<file path="config.mk">
export PLATFORM = sky130hd
export DESIGN_NAME = rx_annotate_top
export DESIGN_NICKNAME = d
export VERILOG_FILES = /design/src/logic/ilk_word_pkg.sv /design/src/logic/rx_stream_pkg.sv /design/src/logic/rx_word_pack.sv /design/src/logic/rx_packet_annotate.sv /design/src/logic/rx_packet_stats.sv /design/src/logic/rx_annotate_top.sv
export SDC_FILE = /design/constraint.sdc
export NUM_CORES = 1
export LEC_CHECK = 0
export BUFFER_PORTS_ARGS = -buffer_cell sky130_fd_sc_hd__buf_4
export CAP_MARGIN = 20
export CORE_ASPECT_RATIO = 2
export CORE_MARGIN = 3
export CORE_UTILIZATION = 45
export CTS_CLUSTER_SIZE = 25
export DETAILED_ROUTE_END_ITERATION = 8
export PLACE_DENSITY = 0.67
export SLEW_MARGIN = 25
export SYNTH_ARGS = -nofsm -noshare
export SYNTH_HDL_FRONTEND = slang
export SYNTH_SLANG_ARGS = --single-unit
</file>
<file path="constraint.sdc">
create_clock -name clk -period 4.75 [get_ports clk]
set_input_delay 0.475 -clock clk [delete_from_list [all_inputs] [get_ports clk]]
set_output_delay 0.475 -clock clk [all_outputs]
set_load 0.05 [all_outputs]
</file>
<file path="src/logic/ilk_word_pkg.sv">
/*
 * Link word formats for the receive back end.
 * A 65 bit lane word is read either as payload or as a control word.
 * Both views lie over the same bits through link_word_t.
 */
`default_nettype none

package ilk_word_pkg;

	// end of packet code carried by burst and idle control words
	typedef logic [3:0] eop_code_t;

	localparam eop_code_t EOP_NONE = 4'h0;
	localparam eop_code_t EOP_ERR = 4'h1;
	// bit 3 set marks a clean end and bits 2:0 hold valid bytes minus one
	localparam int EOP_END_BIT = 3;

	// data view with bit 64 clear
	typedef struct packed {
		logic        ctrl;
		logic [63:0] payload;
	} data_word_t;

	// control view with bit 64 set
	typedef struct packed {
		logic        ctrl;       // 64
		logic        ctl_type;   // 63 burst or idle control
		logic        burst;      // 62 channel and sop are valid
		logic        sop;        // 61
		eop_code_t   eop_code;   // 60:57
		logic        rst_cal;    // 56
		logic [15:0] flow_ctl;   // 55:40
		logic [7:0]  channel;    // 39:32
		logic [7:0]  multi_use;  // 31:24
		logic [23:0] crc24;      // 23:0
	} ctrl_word_t;

	typedef union packed {
		data_word_t dat;
		ctrl_word_t ctl;
	} link_word_t;

	// true for any code that closes a packet whether clean or errored
	function automatic logic eop_closes(input eop_code_t code);
		return code[EOP_END_BIT] || (code == EOP_ERR);
	endfunction

endpackage

`default_nettype wire

</file>
<file path="src/logic/rx_stream_pkg.sv">
/*
 * Annotated output stream and statistics record of the receive back end.
 * Beats travel as an array, one rx_beat_t per lane, oldest lane on top.
 */
`default_nettype none

package rx_stream_pkg;

	import ilk_word_pkg::*;

	// widest counter the statistics record carries
	// narrower counters are zero extended into it
	localparam int STATS_W = 64;

	// one output lane whose flags only count with valid set
	typedef struct packed {
		logic [63:0] payload;
		logic        valid;
		logic        sop;
		eop_code_t   eop_code;
	} rx_beat_t;

	typedef struct packed {
		logic [STATS_W-1:0] pkt_cnt;
		logic [STATS_W-1:0] err_cnt;
		logic [STATS_W-1:0] word_cnt;
	} rx_stats_t;

endpackage

`default_nettype wire

</file>
<file path="src/logic/rx_word_pack.sv">
/*
 * Lane compactor in front of the packet annotator.
 * Valid lane words are moved toward the top lane, oldest first, and
 * counted. One register stage, zeros fill the lanes below the count.
 */
`timescale 1ns/10ps
`default_nettype none

module rx_word_pack
	import ilk_word_pkg::*;
#(
	parameter int WORDS = 4,
	localparam int CW = $clog2(WORDS + 1)
) (
	input  logic                   clk,
	input  logic                   arst,
	input  link_word_t [WORDS-1:0] words_i,
	input  logic [WORDS-1:0]       lane_valid_i,
	output link_word_t [WORDS-1:0] packed_o,
	output logic [CW-1:0]          count_o
);

	link_word_t [WORDS-1:0] packed_d;
	logic [CW-1:0] count_d;

	//////////////////////////////////////////////////
	// compaction
	//////////////////////////////////////////////////

	// walk from the oldest lane down
	// each valid word drops into the next free slot from the top
	always_comb begin
		packed_d = '0;
		count_d = '0;
		for (int i = WORDS - 1; i >= 0; i--) begin
			if (lane_valid_i[i]) begin
				packed_d[WORDS - 1 - count_d] = words_i[i];
				count_d = count_d + 1'b1;
			end
		end
	end

	//////////////////////////////////////////////////
	// output registers
	//////////////////////////////////////////////////

	// count alone qualifies the group downstream
	always_ff @(posedge clk or posedge arst) begin
		if (arst) begin
			count_o <= '0;
		end else begin
			count_o <= count_d;
		end
	end

	always_ff @(posedge clk) begin
		packed_o <= packed_d;
	end

endmodule

`default_nettype wire

</file>
<file path="src/logic/rx_packet_annotate.sv">
/*
 * Packet annotator. Takes packed lane groups, drops control words and
 * flags payload words with sop and the end of packet code. A group whose
 * bottom word is data waits in the mid stage for the next group, which
 * carries its end code. Output is registered, at least 3 cycles in.
 */
`timescale 1ns/10ps
`default_nettype none

module rx_packet_annotate
	import ilk_word_pkg::*;
	import rx_stream_pkg::*;
#(
	parameter int WORDS = 4,
	localparam int CW = $clog2(WORDS + 1)
) (
	input  logic                   clk,
	input  logic                   arst,
	input  link_word_t [WORDS-1:0] words_i,
	input  logic [CW-1:0]          count_i,
	output rx_beat_t [WORDS-1:0]   beats_o
);

	// input stage
	link_word_t [WORDS-1:0] words_q;
	logic [CW-1:0] count_q;
	logic [WORDS-1:0] in_grp;
	logic [WORDS-1:0] tail_c;
	logic [WORDS-1:0] pay_c;
	logic [WORDS-1:0] sop_c;
	eop_code_t [WORDS-1:0] eop_c;
	logic tail_data_c;
	logic new_grp;
	eop_code_t next_eop;

	// mid stage
	logic [WORDS-1:0][63:0] data_rr;
	logic [WORDS-1:0] pay_rr;
	logic [WORDS-1:0] sop_rr;
	eop_code_t [WORDS-1:0] eop_rr;
	logic [WORDS-1:0] tail_rr;
	logic tail_data_rr;
	logic held_rr;
	logic last_sop_q;

	// release and output stage
	logic rel;
	logic [WORDS-1:0] val_d;
	logic [WORDS-1:0] sop_d;
	eop_code_t [WORDS-1:0] eop_d;
	logic [WORDS-1:0][63:0] out_data_q;
	logic [WORDS-1:0] out_val_q;
	logic [WORDS-1:0] out_sop_q;
	eop_code_t [WORDS-1:0] out_eop_q;

	//////////////////////////////////////////////////
	// input registers
	//////////////////////////////////////////////////

	always_ff @(posedge clk or posedge arst) begin
		if (arst) begin
			count_q <= '0;
		end else begin
			count_q <= count_i;
		end
	end

	always_ff @(posedge clk) begin
		words_q <= words_i;
	end

	// classify each lane of the registered group
	// lane i is inside the group when count reaches down to it
	always_comb begin
		for (int i = 0; i < WORDS; i++) begin
			in_grp[i] = (count_q >= CW'(WORDS - i));
			tail_c[i] = (count_q == CW'(WORDS - i));
			pay_c[i] = in_grp[i] && !words_q[i].dat.ctrl;
			// only burst control words carry a usable sop
			sop_c[i] = in_grp[i] && words_q[i].ctl.ctrl && words_q[i].ctl.ctl_type &&
				words_q[i].ctl.burst && words_q[i].ctl.sop;
			// burst and idle words both close the previous packet
			if (in_grp[i] && words_q[i].ctl.ctrl && words_q[i].ctl.ctl_type) begin
				eop_c[i] = words_q[i].ctl.eop_code;
			end else begin
				eop_c[i] = EOP_NONE;
			end
		end
		tail_data_c = |(tail_c & pay_c);
		new_grp = (count_q != '0);
		// top word of a new group may close the held group
		next_eop = eop_c[WORDS-1];
	end

	//////////////////////////////////////////////////
	// mid registers
	//////////////////////////////////////////////////

	always_ff @(posedge clk or posedge arst) begin
		if (arst) begin
			pay_rr <= '0;
			sop_rr <= '0;
			eop_rr <= '0;
			tail_rr <= '0;
			tail_data_rr <= 1'b0;
			held_rr <= 1'b0;
			last_sop_q <= 1'b0;
		end else begin
			if (rel) begin
				held_rr <= 1'b0;
			end
			if (new_grp) begin
				// sop of the outgoing group's bottom word lands on the next top word
				last_sop_q <= |(sop_rr & tail_rr);
				pay_rr <= pay_c;
				sop_rr <= sop_c;
				eop_rr <= eop_c;
				tail_rr <= tail_c;
				tail_data_rr <= tail_data_c;
				held_rr <= 1'b1;
			end
		end
	end

	always_ff @(posedge clk) begin
		if (new_grp) begin
			for (int i = 0; i < WORDS; i++) begin
				data_rr[i] <= words_q[i].dat.payload;
			end
		end
	end

	//////////////////////////////////////////////////
	// release and flag placement
	//////////////////////////////////////////////////

	always_comb begin
		// a bottom data word waits for the next group to learn its end code
		rel = held_rr && (!tail_data_rr || new_grp);
		val_d = pay_rr & {WORDS{rel}};
		// sop moves one lane down onto the word after the control word
		sop_d = {last_sop_q, sop_rr[WORDS-1:1]} & val_d;
		// eop moves one lane up onto the word before the control word
		eop_d = {eop_rr[WORDS-2:0], EOP_NONE};
		for (int i = 0; i < WORDS; i++) begin
			if (tail_rr[i] && tail_data_rr) begin
				eop_d[i] = next_eop;
			end
			if (!val_d[i]) begin
				eop_d[i] = EOP_NONE;
			end
		end
	end

	//////////////////////////////////////////////////
	// output registers
	//////////////////////////////////////////////////

	always_ff @(posedge clk or posedge arst) begin
		if (arst) begin
			out_val_q <= '0;
			out_sop_q <= '0;
			out_eop_q <= '0;
		end else begin
			out_val_q <= val_d;
			out_sop_q <= sop_d;
			out_eop_q <= eop_d;
		end
	end

	always_ff @(posedge clk) begin
		out_data_q <= data_rr;
	end

	always_comb begin
		for (int i = 0; i < WORDS; i++) begin
			beats_o[i].payload = out_data_q[i];
			beats_o[i].valid = out_val_q[i];
			beats_o[i].sop = out_sop_q[i];
			beats_o[i].eop_code = out_eop_q[i];
		end
	end

endmodule

`default_nettype wire

</file>
<file path="src/logic/rx_packet_stats.sv">
/*
 * Stream statistics. Counts payload words, closed packets and errored
 * packets from the annotated beats, one cycle behind them. Counters wrap.
 */
`timescale 1ns/10ps
`default_nettype none

module rx_packet_stats
	import ilk_word_pkg::*;
	import rx_stream_pkg::*;
#(
	parameter int WORDS = 4,
	parameter int CNT_W = 32,
	localparam int CW = $clog2(WORDS + 1)
) (
	input  logic                 clk,
	input  logic                 arst,
	input  rx_beat_t [WORDS-1:0] beats_i,
	output rx_stats_t            stats_o
);

	logic [CW-1:0] n_words;
	logic [CW-1:0] n_pkts;
	logic [CW-1:0] n_errs;
	logic [CNT_W-1:0] pkt_cnt_q;
	logic [CNT_W-1:0] err_cnt_q;
	logic [CNT_W-1:0] word_cnt_q;

	// per cycle tallies over the lane group
	always_comb begin
		n_words = '0;
		n_pkts = '0;
		n_errs = '0;
		for (int i = 0; i < WORDS; i++) begin
			if (beats_i[i].valid) begin
				n_words = n_words + 1'b1;
				if (eop_closes(beats_i[i].eop_code)) begin
					n_pkts = n_pkts + 1'b1;
				end
				if (beats_i[i].eop_code == EOP_ERR) begin
					n_errs = n_errs + 1'b1;
				end
			end
		end
	end

	always_ff @(posedge clk or posedge arst) begin
		if (arst) begin
			pkt_cnt_q <= '0;
			err_cnt_q <= '0;
			word_cnt_q <= '0;
		end else begin
			pkt_cnt_q <= pkt_cnt_q + CNT_W'(n_pkts);
			err_cnt_q <= err_cnt_q + CNT_W'(n_errs);
			word_cnt_q <= word_cnt_q + CNT_W'(n_words);
		end
	end

	always_comb begin
		stats_o.pkt_cnt = STATS_W'(pkt_cnt_q);
		stats_o.err_cnt = STATS_W'(err_cnt_q);
		stats_o.word_cnt = STATS_W'(word_cnt_q);
	end

endmodule

`default_nettype wire

</file>
<file path="src/logic/rx_annotate_top.sv">
/*
 * Receive back end top level. Lane words run through the packer, then
 * the packet annotator, and the statistics watch the annotated beats.
 * Input to output beats takes 4 cycles or more.
 */
`timescale 1ns/10ps
`default_nettype none

module rx_annotate_top
	import ilk_word_pkg::*;
	import rx_stream_pkg::*;
#(
	parameter int WORDS = 4,
	parameter int CNT_W = 32,
	localparam int CW = $clog2(WORDS + 1)
) (
	input  logic                   clk,
	input  logic                   arst,
	input  link_word_t [WORDS-1:0] words_i,
	input  logic [WORDS-1:0]       lane_valid_i,
	output rx_beat_t [WORDS-1:0]   beats_o,
	output rx_stats_t              stats_o
);

	// packed group between packer and annotator
	link_word_t [WORDS-1:0] packed_w;
	logic [CW-1:0] count_w;

	rx_word_pack #(
		.WORDS (WORDS)
	) u_pack (
		.clk          (clk),
		.arst         (arst),
		.words_i      (words_i),
		.lane_valid_i (lane_valid_i),
		.packed_o     (packed_w),
		.count_o      (count_w)
	);

	rx_packet_annotate #(
		.WORDS (WORDS)
	) u_annotate (
		.clk     (clk),
		.arst    (arst),
		.words_i (packed_w),
		.count_i (count_w),
		.beats_o (beats_o)
	);

	// statistics tap the same beats that leave the block
	rx_packet_stats #(
		.WORDS (WORDS),
		.CNT_W (CNT_W)
	) u_stats (
		.clk     (clk),
		.arst    (arst),
		.beats_i (beats_o),
		.stats_o (stats_o)
	);

endmodule

`default_nettype wire

</file>
==> results.py, run 1 <==
metrics = {
    "clock_tree": {
        "cts_made_buffers": 95,
        "path_clk_slew_ps": 70,
        "postCtsSetupRepairBufs": 0,
        "clock_sink_count": 1185,
        "cts_resized": 0,
        "htreeDepth": 3,
        "root_buffer": "clkbuf_16",
        "clk-insertion-delay-late_ps": 700,
        "cts_buffer_depth": 3,
        "cts_tree": "built",
        "cts-hold-fix-buffers": 72,
    },
    "job": {
        "drv_cap": 0,
    },
    "synthesis": {
        "yosysTopAreaCellShare_pct": 43.31,
        "synth.distinct_cells": 58,
        "synth_ff_type": "dfxtp_1",
        "synth_edf_count": 256,
        "synth_top_area_cell": "dfxtp_1",
        "synth-seq-cells": 1185,
        "synth_commonest_cells": "dfxtp_1 (776), nand2_1 (452), o21ai_0 (315)",
        "yosysWarnings": 0,
        "synth.most_common_cell": "dfxtp_1",
        "synthesis.instances": 2725,
        "synth_area_leaders": "dfxtp_1 (43%), edfxtp_1 (21%), dfrtp_1 (11%)",
        "async_flop_share_pct": 12.91,
        "syn_area_um2": 35870,
        "postSynthAreaPerCell_um2": 13.16,
        "seq_area_frac_synth_pct": 75.41,
    },
    "global_route": {
        "grt_use_total_pct": 24.72,
        "grt_max_degree": 120,
        "grt_antenna_before_repair": 21,
        "grt_pass1_wl_um": 149700,
        "grt_pass1_vias": 23160,
        "grt_overflow_total": 0,
    },
    "worst_setup_path": {
        "critPathRequiredTime_ps": 5300,
        "critPathLaunchType": "flop",
        "cp-end-kind": "flop",
        "crit_start": "u_annotate.beats_o[1]",
        "cp_max_fo": 7,
        "r2r_start": "u_annotate.beats_o[1]",
        "cp.arrival_ps": 4680,
        "path_class": "flop to flop",
    },
    "die": {
        "die_y_um": 405.3,
        "rows": 145,
        "placeableCoreArea_um2": 78560,
        "start_util_pct": 45.67,
        "dieArea_um2": 83350,
        "die_w_um": 205.6,
        "num_io_pins": 738,
    },
    "run_status": {
        "status": "completed",
    },
    "drt": {
        "drt-pass1-iter-count": 8,
        "antenna_left": 0,
        "wl_um": 105600,
        "drtIter0Drc": 1681,
        "viasPerCell": 5.067,
        "route.detailed.drc": 0,
        "post_drt_wl_per_cell_um": 23.15,
        "routed-via-count": 23100,
    },
    "sta": {
        "max_freq_mhz": 242.1,
        "slew_headroom_pct": 29.81,
        "hold_slack_ps": 60.14,
        "finalCritPeriodShare_pct": 86.95,
        "finalHoldViolCount": 0,
        "worst_pin_slew_ps": 1053,
        "finalSetupViolations": 0,
        "maxSlewViolCount": 0,
        "finClkSkew_ps": 32.99,
        "rsz0062_at_grt": "no",
        "setup_tns_ps": 0,
        "period_needed_ps": 4130,
    },
    "power_and_ir_drop": {
        "totalPowerFinal_mw": 22.79,
        "internal_power_mw": 16.73,
        "p_sw_mw": 6.059,
        "p_leak_nw": 19.71,
        "irDropWorstVdd_mv": 0.2781,
        "p_seq_share_pct": 51.2,
        "power_density_nw_per_um2": 500.5,
        "clock_power_share_pct": 36.3,
        "swShare_pct": 26.59,
        "combPwrFrac_pct": 12.6,
    },
    "placement": {
        "dp_hpwl_um": 75050,
        "routabilityCongestion": 0.9141,
        "dp_cells": 4292,
        "placed_cell_area_um2": 41410,
        "port-buffer-count": 641,
    },
    "cells_and_area": {
        "layout-drive-gt1-share_pct": 24.36,
        "area_growth_pct": 26.92,
        "final_cells": 4559,
        "final_cell_area_um2": 45530,
        "nNetsFinal": 3727,
    },
    "min_path": {
        "worstHoldPathType": "primary input to flop",
        "min-delay-start": "words_i[100]",
    },
}
-- cell families after synthesis --
group | synth area share, %
compound gates | 8.835
other cells | 0.01045
mux | 0.3034
xor+xnor | 2.466
simple gates | 8.183
fa+ha+maj | 1.074
flops | 75.41
buf+inv | 3.722
-- layer usage --
metal / wire length, um / global-route usage [%] / up-vias
li1: - / - / 10650
met2: 52710 / 42.62 / 1103
met3: 10990 / 8.270 / 259
met1: 35790 / 26.03 / 11070
met4: 5947 / 14.44 / 14
met5: 123 / 0 / -
-- power groups by stage --
stage	combinational [mW]	clock, mW	sequential (mW)
2_1_floorplan	1.06	0	12.5
3_3_place_gp	2.80	0	11.8
3_5_place_dp	2.83	0	11.9
4_1_cts	2.89	8.43	11.7
5_1_grt	3.05	8.82	11.7
6_report	2.87	8.26	11.7
-- area by class of cell --
cell class / count / area [um^2]
fillers: 6324 / 33030
flip-flops and latches: 1185 / 27050
multi-input cells: 1390 / 7904
repair buffers: 738 / 5796
clock buffers: 136 / 2775
well taps: 1029 / 1287
clock inverters: 43 / 581.8
inverters: 22 / 95.09
diodes: 16 / 40.04
-- worst max-delay path: stages, from the launching register on --
cell	delay (ps)
dfrtp_1	390
or3b_4	440
a21oi_1	170
ha_1	240
mux2i_1	150
a31oi_1	90
ha_1	300
mux2_2	300
ha_1	300
mux2i_1	80
fa_1	460
nand2b_1	190
a211oi_2	550
nand4_1	190
xnor2_1	160
-- final timing paths --
path                                               end  slack [ps]  cells after the start
worst max-delay path             u_stats.pkt_cnt_q[28]         620                     14
worst min-delay path              u_pack.packed_o[100]          60                      3
worst max register to register   u_stats.pkt_cnt_q[28]         620                     14
worst min register to register  u_annotate.words_q[71]         310                      0
max in group asynchronous           u_annotate.held_rr        3230                      4
min in group asynchronous       u_stats.word_cnt_q[17]         330                      3
-- cell usage in the layout (no fill, tap or decap), drive strengths merged, types with 21 or more instances in the layout --
cell	instances
dfxtp	776
buf	666
nand2	452
o21ai	332
edfxtp	256
dfrtp	153
clkbuf	136
conb	96
xnor2	84
dlygate4sd3	72
a22oi	67
a221o	65
nand4	58
nand3	39
inv	30
ha	26
clkinv	24
and3	23
nor2	22
a21oi	21
-- state kept, by name, indices dropped and copies added (netlist names), 3 cells and up --
signal and cells:
u_annotate.words_q 260, u_pack.count_o 3, u_stats.pkt_cnt_q 32, u_annotate.sop_rr 4
u_stats.word_cnt_q 32, u_annotate.pay_rr 4, u_stats.err_cnt_q 32, u_annotate.count_q 3
u_annotate.data_rr 256, u_annotate.tail_rr 4, u_annotate.beats_o 272, u_annotate.out_val_q 4
u_pack.packed_o 260, u_annotate.out_sop_q 4, u_annotate.eop_rr 12
-- stage by stage --
step / util, % / setup slack (ps)
after floorplan: - / 153.6
after global placement: 52.72 / 655.6
after detailed placement: 52.72 / 632.7
after CTS: 57.91 / 620.6
after global routing: 57.93 / 336.9
final: 57.96 / 620.0
Power figures use the tool's default switching activity.
==> run 2: changes to the inputs <==
SYNTH_HIERARCHICAL = 1   (was not set)
==> run 2 against run 1 <==
Against the previous run: clock power fell by 1%; hold slack got worse by 2.4 ps; register-to-register slack got worse by 320 ps; flip-flop and latch count did not move; die area rose by 2.8%; sequential share of layout area fell by 2.0 points; global-route usage fell by 1.3 points; clock skew rose by 9.6 ps; fmax fell by 7.2%; via count barely moved; sequential power barely moved.
==> results.py, run 2 <==
metrics = {
    "run_status": {
        "status": "completed",
    },
    "sta": {
        "worst_pin_slew_ps": 1108,
        "finalCritPeriodShare_pct": 93.74,
        "period_needed_ps": 4453,
        "finClkSkew_ps": 42.57,
        "rsz0062_at_grt": "no",
        "slew_headroom_pct": 26.15,
        "hold_slack_ps": 57.73,
        "max_freq_mhz": 224.6,
        "finalSetupViolations": 0,
        "maxSlewViolCount": 0,
        "finalHoldViolCount": 0,
        "layout_setup_ws_ps": 297.5,
    },
    "synthesis": {
        "synth_commonest_cells": "dfxtp_1 (776), edfxtp_1 (256), dfrtp_1 (153)",
        "synth.distinct_cells": 74,
        "yosysTopAreaCellShare_pct": 42.10,
        "synthesis.instances": 2540,
        "synth.most_common_cell": "dfxtp_1",
        "synth_area_leaders": "dfxtp_1 (42%), edfxtp_1 (21%), dfrtp_1 (10%)",
        "synth_ff_type": "dfxtp_1",
        "synth_top_area_cell": "dfxtp_1",
        "seq_area_frac_synth_pct": 73.32,
        "async_flop_share_pct": 12.91,
        "synth_edf_count": 256,
        "syn_area_um2": 36900,
        "yosysWarnings": 6,
        "postSynthAreaPerCell_um2": 14.53,
        "synth-seq-cells": 1185,
    },
    "clock_tree": {
        "path_clk_slew_ps": 70,
        "clock_sink_count": 1185,
        "cts_tree": "built",
        "root_buffer": "clkbuf_16",
        "cts_buffer_depth": 3,
        "htreeDepth": 3,
        "cts_made_buffers": 95,
        "postCtsSetupRepairBufs": 0,
        "clk-insertion-delay-late_ps": 690,
    },
    "min_path": {
        "min-delay-start": "words_i[39]",
        "worstHoldPathType": "primary input to flop",
        "min_path_cells": 2,
        "whs_endpoint": "u_pack/packed_o[104]",
    },
    "drt": {
        "drt-pass1-iter-count": 5,
        "post_drt_wl_per_cell_um": 23.29,
        "routed-via-count": 23110,
        "antenna_left": 0,
        "wl_um": 103600,
        "route.detailed.drc": 0,
        "drtIter0Drc": 1588,
        "viasPerCell": 5.194,
    },
    "job": {
        "drv_cap": 0,
    },
    "die": {
        "num_io_pins": 738,
        "rows": 147,
        "die_y_um": 411.0,
        "die_w_um": 208.5,
        "start_util_pct": 45.70,
        "placeableCoreArea_um2": 80740,
        "dieArea_um2": 85670,
    },
    "worst_setup_path": {
        "path_class": "flop to flop",
        "critPathLaunchType": "flop",
        "r2r_end": "u_stats/err_cnt_q[20]",
        "cp.arrival_ps": 5040,
        "cp-end-kind": "flop",
        "reg2regPathDepth": 15,
        "r2r_start": "u_annotate/beats_o[1]",
        "cp_max_fo": 4,
        "critPathRequiredTime_ps": 5330,
        "worst-r2r-setup-slack_ps": 300,
    },
    "placement": {
        "dp_hpwl_um": 72180,
        "port-buffer-count": 641,
        "dpl_worst_slack_ps": 183.1,
        "placed_cell_area_um2": 42370,
        "routabilityCongestion": 0.8889,
    },
    "power_and_ir_drop": {
        "irDropWorstVdd_mv": 0.3402,
        "combPwrFrac_pct": 13.1,
        "p_leak_nw": 21.04,
        "swShare_pct": 26.52,
        "internal_power_mw": 16.68,
        "power_density_nw_per_um2": 481.5,
        "totalPowerFinal_mw": 22.69,
        "p_seq_share_pct": 51.0,
        "clock_power_share_pct": 35.9,
        "p_sw_mw": 6.018,
    },
    "global_route": {
        "grt_antenna_before_repair": 18,
        "grt_overflow_total": 0,
        "grt_pass1_vias": 23990,
        "grt_pass1_wl_um": 152000,
        "grt_max_degree": 124,
        "grt_use_total_pct": 23.42,
    },
    "cells_and_area": {
        "final_common_cell": "dfxtp_1",
        "layout-drive-gt1-share_pct": 28.14,
        "area_growth_pct": 27.74,
        "final_cell_area_um2": 47130,
        "nNetsFinal": 3603,
        "largest_reg_flops": 272,
        "fill_cells": 6249,
        "final_cell_mix": "dfxtp_1 (776), buf_4 (663), edfxtp_1 (256)",
    },
}
[run 2: changes by cell type after synthesis, moves of 42 or more]
cell / before / now
a221o_1: 65 / 0
inv_1: 21 / 64
nand3b_1: 2 / 68
mux2_2: 5 / 81
nand3_1: 38 / 92
a22o_1: 12 / 142
nand2_1: 452 / 56
nand4_1: 56 / 14
a2bb2oi_1: 0 / 65
o21ai_0: 315 / 38
[run 2: per-layer routing]
| metal | track usage, % | wire length, um | vias to the layer above |
|---|---|---|---|
| li1 | - | - | 10410 |
| met1 | 25.87 | 37440 | 11350 |
| met2 | 40.93 | 51950 | 1125 |
| met3 | 8.649 | 10600 | 211 |
| met4 | 9.089 | 3582 | 10 |
| met5 | 0 | 72 | - |
[run 2: critical path, cell delays in order, from the launching register on]
cell	delay [ps]
dfrtp_1	390
nor3b_1	280
nor3b_4	290
ha_1	260
mux2_2	290
ha_1	280
mux2_2	280
ha_1	280
nor2_1	50
or2_2	320
fa_1	430
nor2b_1	210
o21bai_1	210
nor3_1	440
and2_1	210
xor2_1	150
[run 2: layout make-up]
cell class | count | area [um^2] | area share [%]
timing repair buffer | 807 | 6480 | 13.75
sequential | 1185 | 27050 | 57.39
clock inverter | 46 | 580.6 | 1.232
clock buffer | 134 | 2756 | 5.848
inverter | 64 | 247.7 | 0.5256
multi-input combinational | 1158 | 8680 | 18.42
antenna | 13 | 32.53 | 0.06902
tap | 1043 | 1305 | 2.769
[run 2: cell families (layout without fill, tap and decap cells)]
family                   count (synthesis)  count (layout)  synth area share, %
other                                    1             109              0.01016
AO/OA/AOI/OAI                          395             395                8.345
XOR/XNOR                               100             100                2.414
multiplexers                           140             140                4.174
adder cells (fa/ha/maj)                 26              26               0.9427
AND/OR/NAND/NOR                        401             401                6.362
flip-flops                            1185            1185                73.32
buffers and inverters                  292            1051                4.436
[run 2: repair_timing]
item                                    CTS  global route
hold buffers                            137             0
endpoints found under the setup margin    0            15
gates resized for setup                   0             3
hold endpoints to repair                256             0
[run 2: worst max path at each step]
stage / from / end / slack, ps / depth (start not counted)
after CTS: u_annotate/beats_o[1] / u_stats/err_cnt_q[30] / 150 / 16
after global placement: u_annotate/beats_o[1] / u_stats/err_cnt_q[30] / 260 / 16
after floorplan: u_annotate/count_q[0] / u_annotate/data_rr[0] / -390 / 4
after detailed placement: u_annotate/beats_o[1] / u_stats/err_cnt_q[30] / 180 / 16
after global routing: u_annotate/beats_o[1] / u_stats/err_cnt_q[30] / 20 / 16
final: u_annotate/beats_o[1] / u_stats/err_cnt_q[20] / 300 / 15
[run 2: power groups by stage]
stage	Clock [mW]	Combinational (mW)	Sequential (mW)
floorplan	0	1.18	12.5
global placement	0	2.83	11.8
detailed placement	0	2.88	11.8
CTS	8.35	2.98	11.6
global route	8.74	3.14	11.6
finish	8.15	2.98	11.6
[run 2: metrics by stage]
stage,TNS (ps),instances,utilization (%)
2_1_floorplan,-98920,2635,-
3_3_place_gp,0,4119,52.44
3_5_place_dp,0,4120,52.48
4_1_cts,0,4437,58.31
5_1_grt,0,4442,58.35
6_report,0,4450,58.37
==> run 3: changes to the inputs <==
CORE_AREA = 3 3 287 289   (was not set)
CORE_ASPECT_RATIO = not set   (was 2)
CORE_MARGIN = not set   (was 3)
CORE_UTILIZATION = not set   (was 45)
DIE_AREA = 0 0 290 292   (was not set)
GPL_TIMING_DRIVEN = 0   (was not set)
PLACE_DENSITY = 0.68   (was 0.67)
==> run 3 against run 2 <==
Against the previous run: critical path depth did not move; sequential share of layout area decreased by 0.99 points; utilization up 1.5 points; global-route usage increased by 1.3 points; register-to-register slack gained 70 ps.
==> results.py, run 3 (synthesis gave the netlist of run 2 again) <==
metrics = {
    "sta": {
        "finClkSkew_ps": 54.01,
        "finalSetupViolations": 0,
        "rsz0062_at_grt": "no",
        "worst_pin_slew_ps": 1055,
        "max_freq_mhz": 228.1,
        "finalCritPeriodShare_pct": 92.28,
        "slew_headroom_pct": 29.04,
        "setup_tns_ps": 0,
        "period_needed_ps": 4383,
        "finalHoldViolCount": 0,
        "maxSlewViolCount": 0,
    },
    "drt": {
        "antenna_left": 0,
        "viasPerCell": 5.114,
        "drtIter0Drc": 1923,
        "drt-pass1-iter-count": 6,
        "routed-via-count": 23600,
        "post_drt_wl_per_cell_um": 23.57,
        "route.detailed.drc": 0,
        "wl_um": 108800,
    },
    "global_route": {
        "grt_max_degree": 70,
        "grt_use_total_pct": 24.76,
        "grt_pass1_wl_um": 156200,
        "grt_antenna_before_repair": 32,
        "grt_overflow_total": 0,
        "grt_pass1_vias": 23580,
    },
    "cells_and_area": {
        "multi_input_area_um2": 8637,
        "final_cell_mix": "dfxtp_1 (776), buf_4 (748), edfxtp_1 (256)",
        "area_growth_pct": 29.99,
        "largest_reg_flops": 272,
        "ff_latch_area_um2": 27050,
        "final_cells": 4615,
        "nNetsFinal": 3726,
        "final_cell_area_um2": 47960,
        "layout-drive-gt1-share_pct": 31.27,
        "fill_cells": 6383,
        "final_common_cell": "dfxtp_1",
    },
    "clock_tree": {
        "clk-insertion-delay-late_ps": 690,
        "cts_buffer_depth": 3,
        "clock_sink_count": 1185,
        "cts_made_buffers": 111,
        "htreeDepth": 3,
        "path_clk_slew_ps": 60,
        "cts_tree": "built",
        "root_buffer": "clkbuf_16",
    },
    "worst_setup_path": {
        "cp_max_fo": 4,
        "critPathRequiredTime_ps": 5270,
        "worst-r2r-setup-slack_ps": 370,
        "r2r_start": "u_annotate/beats_o[1]",
        "critPathLaunchType": "flop",
        "cp-end-kind": "flop",
        "r2r_end": "u_stats/err_cnt_q[31]",
        "cp.arrival_ps": 4910,
        "reg2regPathDepth": 15,
        "path_class": "flop to flop",
    },
    "die": {
        "start_util_pct": 46.03,
        "num_io_pins": 738,
        "die_y_um": 292,
        "dieArea_um2": 84680,
        "placeableCoreArea_um2": 80160,
        "rows": 104,
        "die_w_um": 290,
    },
    "min_path": {
        "whs_endpoint": "u_pack/packed_o[29]",
        "worstHoldPathType": "primary input to flop",
        "min_path_cells": 2,
        "min-delay-start": "words_i[94]",
    },
    "power_and_ir_drop": {
        "p_leak_nw": 21.65,
        "internal_power_mw": 17.49,
        "p_sw_mw": 6.222,
        "clock_power_share_pct": 38.2,
        "combPwrFrac_pct": 13.3,
        "irDropWorstVdd_mv": 0.3554,
        "totalPowerFinal_mw": 23.71,
        "p_seq_share_pct": 48.6,
        "swShare_pct": 26.24,
        "power_density_nw_per_um2": 494.4,
    },
    "placement": {
        "dp_cells": 4346,
        "placed_cell_area_um2": 43670,
        "routabilityCongestion": 0.9002,
        "dp_hpwl_um": 78990,
        "port-buffer-count": 640,
    },
    "job": {
        "drv_cap": 0,
    },
    "run_status": {
        "status": "completed",
    },
}
## run 3: worst max-delay path: stages (launching register included)
cell and delay (ps):
dfrtp_1 400, nor3b_2 290, nor3b_1 280, ha_1 270, mux2_2 290, ha_1 270, mux2_2 270, ha_1 290
nor2_1 140, nor2_1 70, ha_1 300, a211o_1 140, or3b_2 550, nor4_4 370, nand4_1 150, xnor2_1 140
## run 3: worst max path at each step
stage                          startpoint                      end  slack [ps]  depth (start not counted)
finish              u_annotate/beats_o[1]    u_stats/err_cnt_q[31]         370                         15
global route        u_annotate/beats_o[1]    u_stats/err_cnt_q[28]          70                         15
CTS                       lane_valid_i[3]      u_pack/packed_o[37]          20                         17
detailed placement        lane_valid_i[3]      u_pack/packed_o[52]        -780                         16
global placement    u_annotate/count_q[0]  u_annotate/data_rr[143]       -3020                          4
floorplan           u_annotate/count_q[0]    u_annotate/data_rr[0]        -390                          4
## run 3: routing by layer
metal	up-vias	global-route usage [%]	part of all wire (%)
li1	10710	-	-
met1	11550	29.41	38
met2	1036	41.97	49
met3	280	6.967	8.8
met4	24	11.11	4.2
met5	-	0	0.14
## run 3: power groups by stage
| stage | registers (mW) | clock network, mW | logic (mW) |
|---|---|---|---|
| 4_1_cts | 11.5 | 9.23 | 3.14 |
| 6_report | 11.5 | 9.05 | 3.14 |
| 2_1_floorplan | 12.5 | 0 | 1.18 |
| 3_3_place_gp | 11.8 | 0 | 2.99 |
| 5_1_grt | 11.6 | 9.63 | 3.31 |
| 3_5_place_dp | 11.7 | 0 | 3.10 |
## run 3: timing repair
action / 4_1_cts / 5_1_grt
hold buffers: 36 / 0
hold endpoints to repair: 116 / 0
buffers inserted: 0 / 1
pin swaps: 0 / 2
setup endpoints to repair: 24 / 29
gates resized for setup: 3 / 9
## run 3: final cells by class
cell class	instances	area share, %
clock inverters	52	1.385
repair buffers	688	11.31
plain buffers	226	2.927
inverters	64	0.5244
multi-input cells	1158	18.01
diodes	24	0.1252
clock buffers	158	6.558
flip-flops and latches	1185	56.40
well taps	1060	2.765
## run 3: metrics by stage
step	worst slack (ps)	utilization [%]	hold slack [ps]
after floorplan	-386.3	-	228.6
after global placement	-3024	54.16	309.6
after detailed placement	-783.1	54.48	312.1
after CTS	17.94	59.70	1.391
after global routing	65.74	59.81	13.61
final	366.6	59.84	47.43
